[config.mk]
export PLATFORM = sky130hd
export DESIGN_NAME = cpuFrontTop
export DESIGN_NICKNAME = d
export VERILOG_FILES = /design/src/verilog/cpuFrontPkg.sv /design/src/verilog/buttonConditioner.sv /design/src/verilog/instructionLoader.sv /design/src/verilog/cycleDecoder.sv /design/src/verilog/timingGenerator.sv /design/src/verilog/hexDisplay.sv /design/src/verilog/cpuFrontTop.sv
export VERILOG_INCLUDE_DIRS = /design/src /design/src/verilog
export SDC_FILE = /design/constraint.sdc
export NUM_CORES = 1
export LEC_CHECK = 0
export BUFFER_PORTS_ARGS = -buffer_cell sky130_fd_sc_hd__buf_2
export CORE_UTILIZATION = 52
export CTS_CLUSTER_DIAMETER = 80
export CTS_CLUSTER_SIZE = 30
export DETAILED_ROUTE_END_ITERATION = 16
export PLACE_DENSITY = 0.79
export SLEW_MARGIN = 10
export SYNTH_ARGS = -nofsm -noshare
export SYNTH_HDL_FRONTEND = slang
export SYNTH_SLANG_ARGS = --single-unit
[constraint.sdc]
create_clock -name clk -period 2.4 [get_ports clk]
set_input_delay 0.24 -clock clk [delete_from_list [all_inputs] [get_ports clk]]
set_output_delay 0.24 -clock clk [all_outputs]
set_load 0.01 [all_outputs]
[src/verilog/cpuFrontDefs.svh]
`ifndef CPU_FRONT_DEFS_SVH
`define CPU_FRONT_DEFS_SVH

// bus and timing widths
`define CPU_DATA_W 8
`define CPU_TIME_W 3

// opcodes the loader looks at
`define CPU_OP_CLI 8'h58
`define CPU_OP_SEI 8'h78
// presented for reset, nmi and irq
`define CPU_OP_BRK 8'h00

// status register with the I flag set out of reset
`define CPU_PSR_RESET 8'h04
`define CPU_PSR_IBIT 2

// phase codes for the reset and interrupt sequence
`define CPU_INT_ADDR_CODE 3'd4
`define CPU_INT_OP_CODE 3'd2

`endif

[src/verilog/cpuFrontPkg.sv]
`default_nettype none

`include "cpuFrontDefs.svh"

package cpuFrontPkg;

  // one byte off the external data bus
  typedef logic [`CPU_DATA_W-1:0] dataByte;

  // timing code, also used for the cycle number
  typedef logic [`CPU_TIME_W-1:0] timeCode;

  // where the current instruction came from
  // srcReset stays at zero so a cleared struct reads as reset
  typedef enum logic [1:0] {
    srcReset  = 2'd0,
    srcNmi    = 2'd1,
    srcIrq    = 2'd2,
    srcOpcode = 2'd3
  } instrSource;

  // loader output with the opcode in the upper bits
  typedef struct packed {
    dataByte    opcode;
    instrSource source;
    logic       valid;
  } loadedInstr;

endpackage

`default_nettype wire

[src/verilog/buttonConditioner.sv]
`timescale 1ns/1ps
`default_nettype none

module buttonConditioner (
  input  wire logic clk,
  input  wire logic rst,
  input  wire logic button,
  output logic      level,
  output logic      pulse
);

  // first synchronizer stage
  logic syncFirst;
  // level from the previous clock, for the edge
  logic levelPrev;

  always_ff @(posedge clk or negedge rst) begin
    if (!rst) begin
      syncFirst <= 1'b0;
      level     <= 1'b0;
      levelPrev <= 1'b0;
      pulse     <= 1'b0;
    end else begin
      // two flops into the clock domain
      syncFirst <= button;
      level     <= syncFirst;
      levelPrev <= level;
      // registered rising edge, one clock after level
      pulse     <= level & ~levelPrev;
    end
  end

  // a held button gives a single pulse
  pulseSingle: assert property (
    @(posedge clk) disable iff (!rst) pulse |=> !pulse
  );

endmodule

`default_nettype wire

[src/verilog/instructionLoader.sv]
`timescale 1ns/1ps
`default_nettype none

`include "cpuFrontDefs.svh"

module instructionLoader (
  input  wire logic                   clk,
  input  wire logic                   rst,
  input  wire logic                   loadPulse,
  input  wire logic                   nmiPulse,
  input  wire logic                   irqLevel,
  input  wire cpuFrontPkg::dataByte   dataBus,
  output cpuFrontPkg::loadedInstr     instr,
  output cpuFrontPkg::dataByte        psr,
  output logic                        nmiRunning,
  output logic                        resetRunning,
  output logic                        irqRunning
);

  // what the next load would produce
  cpuFrontPkg::instrSource nextSource;
  cpuFrontPkg::dataByte    nextOpcode;
  cpuFrontPkg::dataByte    nextPsr;
  // reset sequence still owed
  logic resetPending;
  // nmi seen but not yet served
  logic nmiPending;

  // priority order is reset, nmi, unmasked irq and then the bus
  always_comb begin
    nextSource = cpuFrontPkg::srcOpcode;
    nextOpcode = dataBus;
    nextPsr    = psr;
    if (resetPending) begin
      nextSource                = cpuFrontPkg::srcReset;
      nextOpcode                = `CPU_OP_BRK;
      nextPsr[`CPU_PSR_IBIT]    = 1'b1;
    end else if (nmiPending) begin
      nextSource                = cpuFrontPkg::srcNmi;
      nextOpcode                = `CPU_OP_BRK;
      nextPsr[`CPU_PSR_IBIT]    = 1'b1;
    end else if (irqLevel && !psr[`CPU_PSR_IBIT]) begin
      nextSource                = cpuFrontPkg::srcIrq;
      nextOpcode                = `CPU_OP_BRK;
      nextPsr[`CPU_PSR_IBIT]    = 1'b1;
    end else if (dataBus == `CPU_OP_CLI) begin
      // cli lands together with the opcode
      nextPsr[`CPU_PSR_IBIT]    = 1'b0;
    end else if (dataBus == `CPU_OP_SEI) begin
      nextPsr[`CPU_PSR_IBIT]    = 1'b1;
    end
  end

  always_ff @(posedge clk or negedge rst) begin
    if (!rst) begin
      resetPending <= 1'b1;
      nmiPending   <= 1'b0;
      psr          <= `CPU_PSR_RESET;
      instr        <= '0;
      nmiRunning   <= 1'b0;
      resetRunning <= 1'b0;
      irqRunning   <= 1'b0;
    end else begin
      if (loadPulse) begin
        instr.opcode <= nextOpcode;
        instr.source <= nextSource;
        instr.valid  <= 1'b1;
        psr          <= nextPsr;
        // first load always serves the reset
        resetPending <= 1'b0;
        resetRunning <= (nextSource == cpuFrontPkg::srcReset);
        nmiRunning   <= (nextSource == cpuFrontPkg::srcNmi);
        irqRunning   <= (nextSource == cpuFrontPkg::srcIrq);
      end
      // a fresh nmi wins over clearing the served one
      if (nmiPulse) begin
        nmiPending <= 1'b1;
      end else if (loadPulse && nextSource == cpuFrontPkg::srcNmi) begin
        nmiPending <= 1'b0;
      end
    end
  end

  // masked irq must not be entered
  irqMasked: assert property (
    @(posedge clk) disable iff (!rst)
      (loadPulse && psr[`CPU_PSR_IBIT]) |=> !irqRunning
  );

endmodule

`default_nettype wire

[src/verilog/cycleDecoder.sv]
`timescale 1ns/1ps
`default_nettype none

`include "cpuFrontDefs.svh"

module cycleDecoder (
  input  wire cpuFrontPkg::loadedInstr instr,
  output cpuFrontPkg::timeCode         addrCode,
  output cpuFrontPkg::timeCode         opCode
);

  always_comb begin
    // idle until something is loaded
    addrCode = 3'd1;
    opCode   = 3'd1;
    if (instr.valid) begin
      if (instr.source != cpuFrontPkg::srcOpcode) begin
        // reset and interrupts share one long sequence
        addrCode = `CPU_INT_ADDR_CODE;
        opCode   = `CPU_INT_OP_CODE;
      end else begin
        // addressing mode group sits in opcode bits 4:2
        case (instr.opcode[4:2])
          3'd0:    addrCode = 3'd1;
          3'd1:    addrCode = 3'd1;
          3'd2:    addrCode = 3'd0;
          3'd3:    addrCode = 3'd2;
          3'd4:    addrCode = 3'd3;
          3'd5:    addrCode = 3'd1;
          3'd6:    addrCode = 3'd2;
          default: addrCode = 3'd2;
        endcase
        opCode = 3'd1;
      end
    end
  end

endmodule

`default_nettype wire

[src/verilog/timingGenerator.sv]
`timescale 1ns/1ps
`default_nettype none

module timingGenerator (
  input  wire logic                 clk,
  input  wire logic                 rst,
  input  wire cpuFrontPkg::timeCode addrCode,
  input  wire cpuFrontPkg::timeCode opCode,
  output cpuFrontPkg::timeCode      cycle,
  output logic                      isAddressing
);

  // clocks left in the phase
  cpuFrontPkg::timeCode negTime;
  // code of the running phase, held until the boundary
  cpuFrontPkg::timeCode phaseCode;
  // code of the phase about to start
  cpuFrontPkg::timeCode enterCode;

  // addressing hands over to operation and back
  assign enterCode = isAddressing ? opCode : addrCode;

  // count up view of the down counter
  assign cycle = phaseCode - negTime;

  always_ff @(posedge clk or negedge rst) begin
    if (!rst) begin
      // matches the idle decode of an empty loader
      negTime      <= 3'd1;
      phaseCode    <= 3'd1;
      isAddressing <= 1'b1;
    end else if (negTime == '0) begin
      // sample the next code at the boundary
      negTime      <= enterCode;
      phaseCode    <= enterCode;
      isAddressing <= ~isAddressing;
    end else begin
      negTime <= negTime - 3'd1;
    end
  end

  // count stays inside the latched phase
  cycleInPhase: assert property (
    @(posedge clk) disable iff (!rst) cycle <= phaseCode
  );

endmodule

`default_nettype wire

[src/verilog/hexDisplay.sv]
`timescale 1ns/1ps
`default_nettype none

module hexDisplay (
  input  wire cpuFrontPkg::dataByte opcode,
  input  wire cpuFrontPkg::timeCode cycle,
  output logic [6:0]                seg0,
  output logic [6:0]                seg1,
  output logic [6:0]                seg2
);

  // one nibble onto gfedcba with segments lit when high
  function automatic logic [6:0] hexSeg(input logic [3:0] nib);
    case (nib)
      4'h0:    hexSeg = 7'h3F;
      4'h1:    hexSeg = 7'h06;
      4'h2:    hexSeg = 7'h5B;
      4'h3:    hexSeg = 7'h4F;
      4'h4:    hexSeg = 7'h66;
      4'h5:    hexSeg = 7'h6D;
      4'h6:    hexSeg = 7'h7D;
      4'h7:    hexSeg = 7'h07;
      4'h8:    hexSeg = 7'h7F;
      4'h9:    hexSeg = 7'h6F;
      4'hA:    hexSeg = 7'h77;
      4'hB:    hexSeg = 7'h7C;
      4'hC:    hexSeg = 7'h39;
      4'hD:    hexSeg = 7'h5E;
      4'hE:    hexSeg = 7'h79;
      default: hexSeg = 7'h71;
    endcase
  endfunction

  // cycle count on the right digit
  assign seg0 = hexSeg(4'(cycle));
  assign seg1 = hexSeg(opcode[3:0]);
  assign seg2 = hexSeg(opcode[7:4]);

endmodule

`default_nettype wire

[src/verilog/cpuFrontTop.sv]
`timescale 1ns/1ps
`default_nettype none

module cpuFrontTop (
  input  wire logic                 clk,
  input  wire logic                 rst,
  // nmi, irq, load from bit 0 up
  input  wire logic [2:0]           pb,
  input  wire cpuFrontPkg::dataByte dataBus,
  output cpuFrontPkg::loadedInstr   instr,
  output cpuFrontPkg::dataByte      psr,
  output logic                      nmiRunning,
  output logic                      resetRunning,
  output logic                      irqRunning,
  output cpuFrontPkg::timeCode      cycle,
  output logic                      isAddressing,
  output logic [6:0]                seg0,
  output logic [6:0]                seg1,
  output logic [6:0]                seg2
);

  logic                 nmiPulse;
  logic                 irqLevel;
  logic                 loadPulse;
  cpuFrontPkg::timeCode addrCode;
  cpuFrontPkg::timeCode opCode;

  // nmi acts on the press
  buttonConditioner u_nmiButton (
    .clk    (clk),
    .rst    (rst),
    .button (pb[0]),
    .level  (),
    .pulse  (nmiPulse)
  );

  // irq is level sensitive
  buttonConditioner u_irqButton (
    .clk    (clk),
    .rst    (rst),
    .button (pb[1]),
    .level  (irqLevel),
    .pulse  ()
  );

  buttonConditioner u_loadButton (
    .clk    (clk),
    .rst    (rst),
    .button (pb[2]),
    .level  (),
    .pulse  (loadPulse)
  );

  instructionLoader u_loader (
    .clk          (clk),
    .rst          (rst),
    .loadPulse    (loadPulse),
    .nmiPulse     (nmiPulse),
    .irqLevel     (irqLevel),
    .dataBus      (dataBus),
    .instr        (instr),
    .psr          (psr),
    .nmiRunning   (nmiRunning),
    .resetRunning (resetRunning),
    .irqRunning   (irqRunning)
  );

  cycleDecoder u_decoder (
    .instr    (instr),
    .addrCode (addrCode),
    .opCode   (opCode)
  );

  timingGenerator u_timing (
    .clk          (clk),
    .rst          (rst),
    .addrCode     (addrCode),
    .opCode       (opCode),
    .cycle        (cycle),
    .isAddressing (isAddressing)
  );

  hexDisplay u_display (
    .opcode (instr.opcode),
    .cycle  (cycle),
    .seg0   (seg0),
    .seg1   (seg1),
    .seg2   (seg2)
  );

endmodule

`default_nettype wire

==> impl_metrics.json, run 1 <==
{
  "slew_headroom": 0.523,
  "totalNegativeSetupSlack_ns": -0.269,
  "detail-route-antenna-nets": 0,
  "cts_tree": "built",
  "numCtsBuffers": 5,
  "ys_seq_elements": 34,
  "grt_pass1_vias": 1489,
  "final-max-slew-violation-count": 0,
  "ir_worst_vdd_uv": 735,
  "worstSetupPathType": "reg -> out",
  "setup_ws_ns": -0.0915,
  "wl_per_cell_um": 13.0,
  "grt_usage": 0.210,
  "path_max_fanout": 4,
  "rrSetupSlack_ns": 0.87,
  "finalSetupViolations": 6,
  "dieWidth_um": 64.8,
  "p_total_uw": 3430,
  "fillers": 303,
  "htree_levels": 2,
  "synth_edf_count": 0,
  "reg_top3": "u_loader.instr x11, u_timing.negTime x3, u_timing.phaseCode x3",
  "dieArea_um2": 4200,
  "yosys_warnings": 0,
  "avgViaCountPerCell": 5.17,
  "core_um2": 3720,
  "fin_skew_ns": 0.00756,
  "cts.sinks": 34,
  "worstPathArrival_ns": 2.25,
  "grt_first_pass_wirelength_um": 6670,
  "drive_gt1_frac": 0.364,
  "finalCritPeriodShare": 1.04,
  "antenna_found_initial": 0,
  "maxCapViolations": 0,
  "powerDensity_nw_per_um2": 1350,
  "place_hpwl_um": 2670,
  "reg2reg_depth": 7,
  "synth.cell_area_um2": 2050,
  "drtIter0Drc": 74,
  "worst_slew_pin_slew_ns": 0.715,
  "hold_viol": 0,
  "grt_max_degree": 35,
  "syn_inst": 201,
  "wl_um": 3990,
  "cp-start-kind": "flip-flop",
  "clk_pin_slew_worst_paths_ns": 0.06,
  "cp_data_required_time_ns": 2.16,
  "ys_seq_area_frac": 0.418,
  "reg2reg_from": "u_timing.negTime[0]",
  "clockBufferDepth": 2,
  "die_y_um": 64.8,
  "synth_ff_type": "dfrtp_1",
  "rows": 22,
  "holdBufCountCts": 0,
  "ioPinCount": 60,
  "regMostFlops": "u_loader.instr",
  "avgSynthCellArea_um2": 10.2,
  "drc": 0,
  "failed_checks": "negative setup slack",
  "insertion_delay_ns": 0.29,
  "gp_congestion": 0.771,
  "cts_root_buffer": "clkbuf_8",
  "p_leak_uw": 0.00121,
  "hold_path.class": "in -> async",
  "place_ws_ns": 0.0392,
  "initial_core_util": 0.552,
  "final_nets": 294,
  "synthArstFlopShare": 1.00,
  "io_buffers": 52,
  "rsz0062_at_grt": "true",
  "post-route-min-period_ns": 2.49,
  "num_vias": 1583,
  "synthDistinctLibCells": 46,
  "antenna-diode-count": 0,
  "grt_remaining_overflow": 0,
  "largest_register_ff_count": 11,
  "firstDrtPassIters": 4,
  "fmax_mhz": 401,
  "rr_endpoint": "u_timing.negTime[1]",
  "area_delta_synth_final_pct": 24.3,
  "status": "complete, but fails checks",
  "end_kind": "output port"
}
-- power breakdown --
group / total, µW / internal (µW) / switching (µW)
clock network: 422 / 231 / 191
logic: 2190 / 1040 / 1150
registers: 820 / 696 / 124
-- Yosys cell counts, types with 2 or more instances --
| library cell | number | area (µm²) |
|---|---|---|
| a21oi_1 | 10 | 50.1 |
| dfrtp_1 | 29 | 726 |
| mux2i_1 | 2 | 20.0 |
| nor2b_1 | 5 | 31.3 |
| clkbuf_1 | 4 | 15.0 |
| nor2_1 | 6 | 22.5 |
| a22o_1 | 8 | 70.1 |
| mux2_2 | 4 | 45.0 |
| nand2b_1 | 9 | 56.3 |
| nand2_1 | 13 | 48.8 |
| a22oi_1 | 2 | 15.0 |
| o21a_1 | 2 | 15.0 |
| o21ai_0 | 16 | 80.1 |
| buf_4 | 7 | 52.6 |
| nand3b_1 | 2 | 15.0 |
| nand3_1 | 3 | 15.0 |
| dfstp_2 | 5 | 131 |
| or2_2 | 2 | 12.5 |
| ha_1 | 23 | 288 |
| inv_1 | 21 | 78.8 |
| a31oi_1 | 3 | 18.8 |
-- worst max-delay path by stage --
stage / from / endpoint / slack, ns / cells past startpoint
after global routing: u_timing.negTime[0] / seg0[0] / -0.16 / 7
after global placement: u_timing.negTime[0] / seg0[1] / 0.10 / 6
final: u_timing.negTime[0] / seg0[0] / -0.09 / 7
after floorplan: u_timing.negTime[0] / seg0[3] / 0.19 / 6
after CTS: u_timing.negTime[0] / seg0[1] / -0.008 / 6
after detailed placement: u_timing.negTime[0] / seg0[1] / 0.04 / 6
-- metrics by stage --
stage,util,cells,hold WS (ns),instance area [µm²]
after floorplan,-,207,-0.0556,2070
after detailed placement,0.622,294,0.329,2310
after global placement,0.622,294,0.333,2310
after CTS,0.660,303,0.0177,2450
final,0.687,306,0.00363,2550
after global routing,0.687,306,0.0437,2550
-- cell families after synthesis --
group,synth area share
xor gates and xnor gates,0.0152
and+or+nand+nor,0.129
adders and majority gates,0.150
AOI/OAI and AO/OA,0.162
muxes,0.0427
DFF,0.418
buffers and inverters,0.0811
other,0.00183
-- worst max-delay path, stage by stage, from the launching register on --
cell and delay, ns:
dfstp_2 0.55, ha_4 0.13, inv_2 0.03, fa_2 0.65
inv_4 0.08, ha_4 0.17, mux2i_1 0.18, buf_2 0.17
-- what timing repair did --
action                                  in CTS  in global routing
gates resized for setup                     11                 13
pin swaps                                    4                  4
endpoints found under the setup margin       8                  6
setup buffers                                1                  3
cloned                                       0                  0
-- per-layer routing --
metal	share of wire	GRT usage	routed length, µm	vias up
li1	-	-	-	785
met1	0.46	0.266	1840	754
met2	0.48	0.332	1930	39
met3	0.034	0.0335	136	5
met4	0.022	0.136	87	0
met5	0	0	0	-
-- final cells by class --
cell class,instances,area (µm²),share of cell area
timing repair buffer,56,303,0.119
clock buffer,7,86.3,0.0338
tap,48,60.1,0.0235
inverter,22,85.1,0.0333
clock inverter,1,5.00,0.00196
multi-input combinational,138,1150,0.453
sequential,34,857,0.336
-- cell usage in the layout (no fill, tap or decap), types with 2 or more instances in the layout --
master,count
nand3b_1,2
nor2_1,6
nor2b_1,5
conb_1,7
inv_1,18
buf_4,3
inv_2,2
a22oi_1,2
o21a_1,2
ha_1,16
dfrtp_1,29
o21ai_2,2
buf_2,52
nand2_2,2
a31oi_1,3
mux2i_1,2
or2_2,2
a22o_1,8
a21oi_1,10
dfstp_2,5
nand2b_1,9
nand2_1,11
mux2_2,4
ha_4,7
clkbuf_8,6
o21ai_0,14
nand3_1,3
No activity file was read; power rests on OpenSTA's default activity.
==> inputs of run 2 (changes only) <==
--- a/config.mk
+++ b/config.mk
@@ -6,7 +6,9 @@
 export SDC_FILE = /design/constraint.sdc
 export NUM_CORES = 1
 export LEC_CHECK = 0
+export ABC_CLOCK_PERIOD_IN_PS = 2400
 export BUFFER_PORTS_ARGS = -buffer_cell sky130_fd_sc_hd__buf_2
+export CORE_ASPECT_RATIO = 0.8
 export CORE_UTILIZATION = 52
 export CTS_CLUSTER_DIAMETER = 80
 export CTS_CLUSTER_SIZE = 30
==> impl_metrics.json, run 2 (same netlist as run 1, synthesis figures left out) <==
{
  "status": "complete, but fails checks",
  "failed_checks": "negative setup slack",
  "grt_first_pass_wirelength_um": 6540,
  "place_hpwl_um": 2730,
  "grt_pass1_vias": 1455,
  "mostFrequentLayoutCells": "buf_2 (52), dfrtp_1 (29), inv_1 (18), ha_1 (17), o21ai_0 (15)",
  "maxCapViolations": 0,
  "cp-start-kind": "flip-flop",
  "reg_top3": "u_loader.instr x11, u_timing.negTime x3, u_timing.phaseCode x3",
  "wl_um": 3810,
  "worstPathArrival_ns": 2.19,
  "reg2reg_from": "u_loadButton.pulse",
  "post-route-min-period_ns": 2.43,
  "grt_max_degree": 35,
  "rrSetupSlack_ns": 0.88,
  "clockBufferDepth": 2,
  "wl_per_cell_um": 12.3,
  "num_vias": 1587,
  "initial_core_util": 0.543,
  "htree_levels": 2,
  "slew_headroom": 0.527,
  "dieArea_um2": 4200,
  "hold_ws_ns": 0.00465,
  "fmax_mhz": 412,
  "insertion_delay_ns": 0.28,
  "cts_tree": "built",
  "ir_worst_vdd_uv": 662,
  "grt_remaining_overflow": 0,
  "antenna-diode-count": 0,
  "cp_data_required_time_ns": 2.16,
  "rsz0062_at_grt": "true",
  "ioPinCount": 60,
  "finalCritPeriodShare": 1.01,
  "numCtsBuffers": 5,
  "core_um2": 3780,
  "drtIter0Drc": 80,
  "finalSetupViolations": 3,
  "grt_usage": 0.200,
  "place_ws_ns": 0.0301,
  "rr_endpoint": "u_loader.instr[5]",
  "largest_register_ff_count": 11,
  "avgViaCountPerCell": 5.10,
  "regArea_um2": 857,
  "regMostFlops": "u_loader.instr",
  "drive_gt1_frac": 0.344,
  "instances_no_fill": 311,
  "end_kind": "output port",
  "gp_congestion": 0.800,
  "detail-route-antenna-nets": 0,
  "clk_pin_slew_worst_paths_ns": 0.07,
  "worstSetupPathType": "reg -> out",
  "final_common_cell": "buf_2",
  "dieWidth_um": 72.2,
  "cts_root_buffer": "clkbuf_8",
  "antenna_found_initial": 0,
  "hold_path.class": "in -> async",
  "drc": 0,
  "p_leak_uw": 0.00120,
  "die_y_um": 58.2,
  "fin_util": 0.665,
  "io_buffers": 52,
  "p_total_uw": 3170,
  "worst_slew_pin_slew_ns": 0.710,
  "rows": 20,
  "fillers": 293,
  "setup_ws_ns": -0.0273,
  "final-max-slew-violation-count": 0,
  "cts.sinks": 34,
  "reg2reg_depth": 3,
  "hold_viol": 0,
  "firstDrtPassIters": 4,
  "path_max_fanout": 5,
  "final_nets": 292,
  "powerDensity_nw_per_um2": 1260,
  "area_delta_synth_final_pct": 22.4,
  "fin_skew_ns": 0.00315,
  "dp_cells": 301,
  "multiInputGateArea_um2": 1120
}
[run 2: cell count changes in the layout (fill, tap and decap cells not counted), sizes merged]
cell,previous run,this run
clkinv,2,3
buf,56,54
bufinv,0,1
clkbuf,7,5
[run 2: worst max-delay path, stage by stage (launching register included)]
cell and delay (ns):
dfstp_2 0.55, ha_4 0.12, inv_2 0.03, fa_2 0.63
ha_4 0.23, or2b_1 0.20, buf_2 0.13
[run 2: how the worst max path moves through the flow]
stage | slack [ns] | endpoint | startpoint | cells after the start
global placement | 0.10 | seg0[1] | u_timing.negTime[0] | 6
detailed placement | 0.03 | seg0[1] | u_timing.negTime[0] | 6
global route | -0.10 | seg0[0] | u_timing.negTime[0] | 7
CTS | -0.06 | seg0[1] | u_timing.negTime[0] | 6
finish | -0.03 | seg0[1] | u_timing.negTime[0] | 6
floorplan | 0.19 | seg0[3] | u_timing.negTime[0] | 6
[run 2: layer usage]
metal	wire, µm	share of wire	global-route usage
met5	0	0	0
met4	8	0.0021	0.0448
met1	1870	0.49	0.264
met2	1810	0.47	0.336
met3	129	0.034	0.0487
[run 2: area by class of cell]
type | instances | share of cell area
multi-input cells | 138 | 0.446
clock buffers | 5 | 0.0274
flip-flops and latches | 34 | 0.341
repair buffers | 54 | 0.110
inverters | 22 | 0.0329
well taps | 55 | 0.0274
clock inverters | 3 | 0.0159
[run 2: per-stage QoR]
step / TNS (ns) / area [µm²]
2_1_floorplan: 0 / 2070
3_3_place_gp: 0 / 2320
3_5_place_dp: 0 / 2320
4_1_cts: -0.130 / 2510
5_1_grt: -0.398 / 2510
6_report: -0.0629 / 2510
[run 2: power breakdown]
part	total, µW	internal (µW)	leakage (µW)	switching [µW]
combinational	1850	867	0.000728	986
clock	501	305	0.0000579	196
sequential	815	696	0.000409	119
total	3170	1870	0.00120	1300
[run 2: timing repair]
item	CTS	global route
buffers inserted	2	0
gates resized for setup	15	0
hold buffers	0	0
gates cloned	0	0
setup endpoints to repair	8	6
pin swaps	7	1
